<file path="src/design/motion_pkg.sv">
// Shared constants, command codes and record types, imported by every motion controller module
`default_nettype none

package motion_pkg;

  // Bus and datapath widths
  localparam int WORD_BITS     = 64;
  localparam int NUM_MOTORS    = 3;
  localparam int DDA_BITS      = 64;
  localparam int DURATION_BITS = 32;
  localparam int BUFFER_DEPTH  = 2;
  localparam int DIVISOR_BITS  = 8;

  localparam logic [DIVISOR_BITS-1:0] DEFAULT_DIVISOR = 8'd32;

  // Command codes, top byte of a header word
  localparam logic [7:0] CMD_COORDINATED_STEP = 8'h01;
  localparam logic [7:0] CMD_MOTOR_ENABLE     = 8'h0a;
  localparam logic [7:0] CMD_CLK_DIVISOR      = 8'h20;
  localparam logic [7:0] CMD_CHANNEL_INFO     = 8'hfd;
  localparam logic [7:0] CMD_API_VERSION      = 8'hfe;

  // Returned by the API version command
  localparam logic [7:0] VERSION_MAJOR = 8'd0;
  localparam logic [7:0] VERSION_MINOR = 8'd3;
  localparam logic [7:0] VERSION_PATCH = 8'd1;
  localparam logic [7:0] VERSION_DEVEL = 8'd0;

  // Header, duration, then rate and rate change per axis
  localparam int MOVE_WORDS = 2 + 2 * NUM_MOTORS;

  // Per-axis move parameters
  typedef struct packed {
    logic signed [DDA_BITS-1:0] rate;
    logic signed [DDA_BITS-1:0] rate_change;
  } axis_move_t;

  // One buffered coordinated move
  typedef struct packed {
    logic [NUM_MOTORS-1:0]    dir;
    logic [DURATION_BITS-1:0] duration;
    axis_move_t [NUM_MOTORS-1:0] axes;  // Index n is axis n
  } move_t;

  // Driver-facing motor signals
  typedef struct packed {
    logic [NUM_MOTORS-1:0] step;
    logic [NUM_MOTORS-1:0] dir;
    logic [NUM_MOTORS-1:0] enable;
  } motor_out_t;

endpackage

`default_nettype wire

</file>
<file path="src/design/command_decoder.sv">
// Host word decoder, parses headers and move words and holds the enable and divisor registers
`timescale 1ns/1ps
`default_nettype none

module command_decoder
  import motion_pkg::*;
(
  input  wire                     CLK,
  input  wire                     resetn,
  input  wire [WORD_BITS-1:0]     word_data_received,
  input  wire                     word_received,
  output logic [WORD_BITS-1:0]    word_send_data,
  output move_t                   move_data,
  output logic                    move_write,
  output logic [NUM_MOTORS-1:0]   enable,
  output logic [DIVISOR_BITS-1:0] divisor
);

  logic                              word_received_q;  // Strobe from last cycle
  logic                              word_rise;
  logic [7:0]                        msg_header;       // Header of the move in progress
  logic [7:0]                        cmd;
  logic                              in_move;
  logic [$clog2(MOVE_WORDS+1)-1:0]   word_count;       // Words of the current move taken

  assign word_rise = word_received & ~word_received_q;
  assign cmd       = word_data_received[WORD_BITS-1 -: 8];
  assign in_move   = (msg_header == CMD_COORDINATED_STEP);

  // Control state and replies
  always_ff @(posedge CLK) begin
    if (resetn) begin
      word_received_q <= 1'b0;
      msg_header      <= '0;
      word_count      <= '0;
      word_send_data  <= '0;
      move_write      <= 1'b0;
      enable          <= '0;
      divisor         <= DEFAULT_DIVISOR;
    end else begin
      word_received_q <= word_received;
      move_write      <= 1'b0;
      if (word_rise) begin
        word_send_data <= '0;  // Only two headers reply
        if (!in_move) begin
          msg_header <= cmd;
          word_count <= (cmd == CMD_COORDINATED_STEP) ? 1 : 0;
          case (cmd)
            CMD_MOTOR_ENABLE: begin
              enable <= word_data_received[NUM_MOTORS-1:0];
            end
            CMD_CLK_DIVISOR: begin
              divisor <= word_data_received[DIVISOR_BITS-1:0];
            end
            CMD_CHANNEL_INFO: begin
              word_send_data <= {{(WORD_BITS-32){1'b0}}, 8'(DURATION_BITS), 8'(DDA_BITS),
                                 8'd0, 8'(NUM_MOTORS)};  // No encoders in this build
            end
            CMD_API_VERSION: begin
              word_send_data <= {{(WORD_BITS-32){1'b0}}, VERSION_DEVEL, VERSION_MAJOR,
                                 VERSION_MINOR, VERSION_PATCH};
            end
            default: begin
            end
          endcase
        end else if (word_count == MOVE_WORDS - 1) begin
          // Last rate change word hands the record to the queue
          move_write <= 1'b1;
          msg_header <= '0;
          word_count <= '0;
        end else begin
          word_count <= word_count + 1'b1;
        end
      end
    end
  end

  // Move record assembly
  always_ff @(posedge CLK) begin
    if (word_rise) begin
      if (!in_move) begin
        if (cmd == CMD_COORDINATED_STEP) begin
          move_data.dir <= word_data_received[NUM_MOTORS-1:0];  // Dir bits in header
        end
      end else if (word_count == 1) begin
        move_data.duration <= word_data_received[DURATION_BITS-1:0];
      end else begin
        // Rate and rate change alternate per axis
        for (int n = 0; n < NUM_MOTORS; n++) begin
          if (word_count == 2 * n + 2) begin
            move_data.axes[n].rate <= word_data_received[DDA_BITS-1:0];
          end
          if (word_count == 2 * n + 3) begin
            move_data.axes[n].rate_change <= word_data_received[DDA_BITS-1:0];
          end
        end
      end
    end
  end

  // Counter stays within one move
  a_word_count: assert property (@(posedge CLK) disable iff (resetn)
    word_count <= MOVE_WORDS);

endmodule

`default_nettype wire

</file>
<file path="src/design/dda_axis.sv">
// One stepper axis, rate and accumulator datapath with acceleration that emits step pulses
`timescale 1ns/1ps
`default_nettype none

module dda_axis
  import motion_pkg::*;
(
  input  wire             CLK,
  input  wire             resetn,
  input  wire             dda_tick,
  input  wire             load,
  input  wire             executing,
  input  wire axis_move_t params,
  output logic            step
);

  logic signed [DDA_BITS-1:0] rate;
  logic signed [DDA_BITS-1:0] rate_change;
  logic signed [DDA_BITS-1:0] accum;
  logic signed [DDA_BITS-1:0] accum_next;

  assign accum_next = accum + rate;

  always_ff @(posedge CLK) begin
    if (resetn) begin
      step <= 1'b0;
    end else begin
      step <= 1'b0;
      if (load) begin
        accum       <= '0;
        rate        <= params.rate;
        rate_change <= params.rate_change;
      end else if (dda_tick && executing) begin
        rate <= rate + rate_change;  // Acceleration applied once per tick
        if (accum_next[DDA_BITS-1]) begin
          // Overflow into the top bit is one step
          step  <= 1'b1;
          accum <= {1'b0, accum_next[DDA_BITS-2:0]};
        end else begin
          accum <= accum_next;
        end
      end
    end
  end

endmodule

`default_nettype wire

</file>
<file path="src/design/dda_sequencer.sv">
// DDA tick divider and move FSM, loads buffered moves and times them out
`timescale 1ns/1ps
`default_nettype none

module dda_sequencer
  import motion_pkg::*;
(
  input  wire                      CLK,
  input  wire                      resetn,
  input  wire [DIVISOR_BITS-1:0]   divisor,
  input  wire                      head_valid,
  input  wire [DURATION_BITS-1:0]  duration,
  output logic                     move_retire,
  output logic                     dda_tick,
  output logic                     load,
  output logic                     executing,
  output logic                     move_done
);

  typedef enum logic [1:0] {
    ST_IDLE,
    ST_LOAD,
    ST_EXEC
  } seq_state_t;

  seq_state_t               state;
  logic [DIVISOR_BITS-1:0]  div_count;
  logic [DURATION_BITS-1:0] tick_count;  // Ticks spent on the current move
  logic                     move_end;

  // Divisor of 0 or 1 ticks every cycle
  assign dda_tick = ({1'b0, div_count} + 1'b1) >= {1'b0, divisor};

  always_ff @(posedge CLK) begin
    if (resetn) begin
      div_count <= '0;
    end else if (dda_tick || load) begin
      div_count <= '0;  // Each move starts on a fresh divisor period
    end else begin
      div_count <= div_count + 1'b1;
    end
  end

  assign load        = (state == ST_LOAD);
  assign move_end    = (state == ST_EXEC) && (tick_count == duration);
  assign executing   = (state == ST_EXEC) && !move_end;  // Low in the finishing cycle
  assign move_done   = move_end;
  assign move_retire = move_end;

  always_ff @(posedge CLK) begin
    if (resetn) begin
      state      <= ST_IDLE;
      tick_count <= '0;
    end else begin
      case (state)
        ST_IDLE: begin
          if (head_valid) begin
            state <= ST_LOAD;
          end
        end
        ST_LOAD: begin
          tick_count <= '0;
          state      <= ST_EXEC;
        end
        ST_EXEC: begin
          if (move_end) begin
            state <= ST_IDLE;  // Queue retires the head on this edge
          end else if (dda_tick) begin
            tick_count <= tick_count + 1'b1;
          end
        end
        default: state <= ST_IDLE;
      endcase
    end
  end

  // The running move keeps its record at the queue head
  a_head_held: assert property (@(posedge CLK) disable iff (resetn)
    (load || executing) |-> head_valid);

endmodule

`default_nettype wire

</file>
<file path="src/design/motion_core_top.sv">
// Top level of the three-axis motion controller, connects decoder, queue, sequencer and axes
`timescale 1ns/1ps
`default_nettype none

module motion_core_top
  import motion_pkg::*;
(
  input  wire                  CLK,
  input  wire                  resetn,
  input  wire [WORD_BITS-1:0]  word_data_received,
  input  wire                  word_received,
  output wire [WORD_BITS-1:0]  word_send_data,
  output wire                  buffer_dtr,
  output wire                  move_done,
  output motor_out_t           motors
);

  wire move_t                   move_data;
  wire move_t                   move_head;
  wire                          move_write;
  wire                          head_valid;
  wire                          move_retire;
  wire                          dda_tick;
  wire                          load;
  wire                          executing;
  wire [NUM_MOTORS-1:0]         enable;
  wire [NUM_MOTORS-1:0]         axis_step;
  wire [DIVISOR_BITS-1:0]       divisor;
  wire                          dir_valid;

  command_decoder decoder0 (
    .CLK, .resetn, .word_data_received, .word_received, .word_send_data,
    .move_data, .move_write, .enable, .divisor
  );

  move_queue queue0 (
    .CLK, .resetn, .move_data, .move_write, .move_head, .head_valid,
    .move_retire, .buffer_dtr
  );

  dda_sequencer seq0 (
    .CLK, .resetn, .divisor, .head_valid, .duration(move_head.duration),
    .move_retire, .dda_tick, .load, .executing, .move_done
  );

  for (genvar i = 0; i < NUM_MOTORS; i++) begin : g_axis
    dda_axis axis (
      .CLK, .resetn, .dda_tick, .load, .executing,
      .params(move_head.axes[i]), .step(axis_step[i])
    );
  end

  // Last step of a move lands in the move_done cycle
  assign dir_valid = executing | move_done;
  assign motors = '{step: axis_step, dir: move_head.dir & {NUM_MOTORS{dir_valid}}, enable: enable};

endmodule

`default_nettype wire

</file>
<file path="src/design/move_queue.sv">
// Two-entry move buffer between the command decoder and the DDA sequencer
`timescale 1ns/1ps
`default_nettype none

module move_queue
  import motion_pkg::*;
(
  input  wire        CLK,
  input  wire        resetn,
  input  wire move_t move_data,
  input  wire        move_write,
  output move_t      move_head,
  output logic       head_valid,
  input  wire        move_retire,
  output logic       buffer_dtr
);

  localparam int IDX_BITS = $clog2(BUFFER_DEPTH);

  move_t                   slots [BUFFER_DEPTH];
  logic [IDX_BITS-1:0]     wr_idx;
  logic [IDX_BITS-1:0]     rd_idx;
  logic [BUFFER_DEPTH-1:0] full;
  logic                    do_write;

  assign do_write   = move_write & ~full[wr_idx];  // A write onto a full slot is lost
  assign move_head  = slots[rd_idx];
  assign head_valid = full[rd_idx];
  assign buffer_dtr = ~&full;  // Room for at least one more move

  always_ff @(posedge CLK) begin
    if (do_write) begin
      slots[wr_idx] <= move_data;
    end
  end

  always_ff @(posedge CLK) begin
    if (resetn) begin
      wr_idx <= '0;
      rd_idx <= '0;
      full   <= '0;
    end else begin
      if (do_write) begin
        full[wr_idx] <= 1'b1;
        wr_idx       <= IDX_BITS'((wr_idx + 1) % BUFFER_DEPTH);
      end
      // Retire never hits the slot being written, that one is empty
      if (move_retire && head_valid) begin
        full[rd_idx] <= 1'b0;
        rd_idx       <= IDX_BITS'((rd_idx + 1) % BUFFER_DEPTH);
      end
    end
  end

  // Host must wait for buffer_dtr before sending a move
  a_no_overwrite: assert property (@(posedge CLK) disable iff (resetn)
    move_write |-> !full[wr_idx]);

  // Sequencer only retires a move it has loaded
  a_retire_valid: assert property (@(posedge CLK) disable iff (resetn)
    move_retire |-> head_valid);

endmodule

`default_nettype wire

</file>
<file path="config.mk">
export PLATFORM = sky130hd
export DESIGN_NAME = motion_core_top
export DESIGN_NICKNAME = d
export VERILOG_FILES = /design/src/design/motion_pkg.sv /design/src/design/command_decoder.sv /design/src/design/dda_axis.sv /design/src/design/dda_sequencer.sv /design/src/design/motion_core_top.sv /design/src/design/move_queue.sv
export SDC_FILE = /design/constraint.sdc
export NUM_CORES = 2
export LEC_CHECK = 0
export ABC_AREA = 1
export BUFFER_PORTS_ARGS = -buffer_cell sky130_fd_sc_hd__buf_2
export CAP_MARGIN = 20
export CORE_UTILIZATION = 40
export CTS_CLUSTER_DIAMETER = 50
export DETAILED_ROUTE_END_ITERATION = 6
export PLACE_DENSITY = 0.6
export SYNTH_ARGS = -nofsm -noshare
export SYNTH_HDL_FRONTEND = slang
export SYNTH_SLANG_ARGS = --single-unit
</file>
<file path="constraint.sdc">
create_clock -name CLK -period 68.3 [get_ports CLK]
set_clock_uncertainty 0.05 [all_clocks]
set_input_delay 13.66 -clock CLK [delete_from_list [all_inputs] [get_ports CLK]]
set_output_delay 13.66 -clock CLK [all_outputs]
set_load 0.005 [all_outputs]
</file>
==> reports/results.ini <==
[finish]
stdcell_count = 14500
areaGrowthSynthToFinish_pct = 12.8
drive_gt1_frac = 0.0513
final_common_cell = nand2_1
layout_common_cells = nand2_1, edfxtp_1, inv_1
nets = 11500

[drt]
drtPass1Iterations = 6
drt-total-wl_um = 340000
wl_per_cell_um = 23.5
drtAntennaViolNets = 0
drtIter0Drc = 8326
drc = 0
vias_per_cell = 5.29
vias = 76600

[critical_path]
criticalPathCategory = flop to output pin
cp_data_arrival_time_ns = 4.37
start_kind = flop
worstPathCellList = clkinv_8, nand2_1, nand3_1, nand2_1, nand2_1, nor2_1, nand2_1, nor2_2, nand3_2, buf_4, inv_1, buf_2
cp_common_cell = nand2_1
end_kind = output pin
critPathTopFamily = buffers and inverters
required_ns = 54.59
slowest_stage = dfxtp_4
crit_fanout = 166
max_stage_delay_ns = 0.85
cp.buffers_inverters = 4

[synth]
yosys-top-cells-area = edfxtp_1, nand2_1, inv_1
syn_inst = 10900
synth_top_cell_by_area = edfxtp_1
yosysUniqueCellTypes = 44
avgSynthCellArea_sq_um = 8.98
yosys_warnings = 0
netlist_area_sq_um = 97500
ys.flop_type = edfxtp_1
synth_edf_count = 1830
synth_top_area_frac = 0.564
ys_ff_latch = 1908
synthArstFlopShare = 0
ys_seq_area_frac = 0.580

[clock_network]
cts_tree = done
numCtsBuffers = 240
cts_max_level = 4
cts.sinks = 1908
clk_path_buf_depth = 3
postCtsHoldBufs = 0
post_cts_buffers = 0
cts_resized = 0
root_buffer = clkbuf_16
clk_pin_slew_ns = 0.06
clk_latency_ns = 0.96

[sta]
slew_violations = 0
fin_crit_sh = 0.265
relSlewSlack = 0.104
fmax_mhz = 55.3
setup_viol = 0
tightest_slew_ns = 1.34
whs_ns = 0.340
final_hold_viol_count = 0
grt_setup_unrepaired = false
setup_tns_ns = 0
min_period_ns = 18.08

[power]
power.leakage_uw = 0.0452
pwr_density_cell_nw_per_um2 = 23.6
fin_total_pwr_uw = 2590
ir_drop_mv = 0.0220

[placed_design]
io_buffer_count = 83
dp_cells = 14000
hpwl_um = 256000
gp_congestion = 0.978

[floorplan]
die_y_um = 496
initial_core_util = 0.404
dieArea_sq_um = 246000
ios = 142
coreArea_sq_um = 241000
row_count = 180
die_w_um = 496

[global_routing]
grt_pass1_wl_um = 489000
grt_max_degree = 179
grtUsageMet2 = 0.456
grt_pass1_vias = 72900
grt_usage = 0.274
use_met3 = 0.0325
antenna_found_initial = 25
grt-busiest-layer = met2
grt_overflow = 0
gr-usage-met1 = 0.365

[run]
drv_cap = 0

[min_path]
holdCritPathClass = flop to flop

[run_status]
outcome = complete, no violations

[logic make-up (layout without fill, tap and decap cells)]
logic type      Yosys count  after routing  share of synthesized area
fa+ha+maj               398            398                     0.0516
simple gates           5485           5485                      0.223
flops                  1908           1908                      0.580
other cells               1             63                  0.0000385
xor+xnor                 40             40                    0.00359
compound gates         1465           1465                     0.0787
buf+inv                1563           1923                     0.0635
[worst register-to-register path, cell delays in order (launching register included)]
cell	delay (ns)
dfxtp_4	0.85
clkinv_8	0.81
nand2_1	0.44
nand3_1	0.09
nand2_1	0.08
inv_1	0.04
nand2_1	0.14
nor2_1	0.06
nand2_1	0.07
nor2_2	0.05
nand3_2	0.05
buf_4	0.43
nand2_2	0.43
nor2_4	0.74
buf_12	0.67
buf_4	1.14
[stage by stage]
step           cell area, sq um  utilization  worst slack (ns)
4_1_cts                  110000        0.455             50.10
3_3_place_gp             101000        0.420             51.14
2_1_floorplan             97700            -             37.24
6_report                 110000        0.455             50.22
5_1_grt                  110000        0.455             49.86
3_5_place_dp             101000        0.420             51.10
[where the power goes]
part           switching (uW)  leakage, uW  internal [uW]
clock                     551      0.00407            762
combinational            12.1       0.0241           2.83
sequential              0.388       0.0171           1270
[final timing paths]
kind	cells after the start	endpoint	startpoint	slack, ns
worst min register to register	0	queue0.slots[1][210]	decoder0.move_data[210]	0.34
worst max register to register	15	g_axis[0].axis.rate[53]	flop	61.60
worst min-delay path	0	queue0.slots[1][210]	decoder0.move_data[210]	0.34
worst max-delay path	12	move_done	flop	50.22
[cell type report]
cell class,instances,area (sq um)
Fill cell,23000,131000
Sequential cell,1908,56500
Multi-Input combinational cell,7446,35100
Clock buffer,268,6150
Inverter,1322,4980
Tap cell,3185,3990
Clock inverter,189,2300
Timing Repair Buffer,144,961
Antenna cell,5,12.5
[state kept, by name, indices dropped and copies added, names as in the netlist, named ones only]
register                  cells
decoder0.msg_header           8
decoder0.word_send_data       3
queue0.slots                838
queue0.full                   2
seq0.state                    2
queue0.rd_idx                 1
queue0.wr_idx                 1
seq0.tick_count              32
decoder0.move_data          419
g_axis.axis.rate_change     192
seq0.div_count                8
decoder0.divisor              8
decoder0.word_count           4
g_axis.axis.rate            192
decoder0.word_received_q      1
g_axis.axis.accum           189
decoder0.enable               3
decoder0.move_write           1
g_axis.axis.step              3
[cells in the mapped netlist, types with 2 or more instances]
| master | count |
|---|---|
| a21oi_1 | 693 |
| nor4_1 | 15 |
| nand2_1 | 3495 |
| xor2_1 | 8 |
| a21o_1 | 13 |
| buf_1 | 12 |
| and3_1 | 3 |
| dfxtp_1 | 78 |
| o21a_1 | 8 |
| nor2_1 | 1296 |
| a32oi_1 | 3 |
| inv_1 | 1319 |
| nor3_1 | 111 |
| and2_1 | 4 |
| ha_1 | 392 |
| nand3_1 | 435 |
| buf_6 | 6 |
| o22ai_1 | 46 |
| o21bai_1 | 70 |
| or2_2 | 11 |
| a31o_2 | 2 |
| a21boi_0 | 5 |
| o21ai_0 | 613 |
| nand4_1 | 58 |
| buf_2 | 18 |
| o211ai_1 | 3 |
| nor2_2 | 2 |
| fa_1 | 6 |
| o21ai_1 | 2 |
| nand3b_1 | 52 |
| a211oi_1 | 5 |
| clkbuf_1 | 138 |
| buf_4 | 67 |
| xnor2_1 | 32 |
| edfxtp_1 | 1830 |
[layer usage]
metal / share of wire / up-vias
met5: 0.000062 / -
met4: 0.040 / 4
met3: 0.065 / 486
met2: 0.48 / 2753
met1: 0.42 / 36900
li1: - / 36500
(Power assumes the default switching activity.)
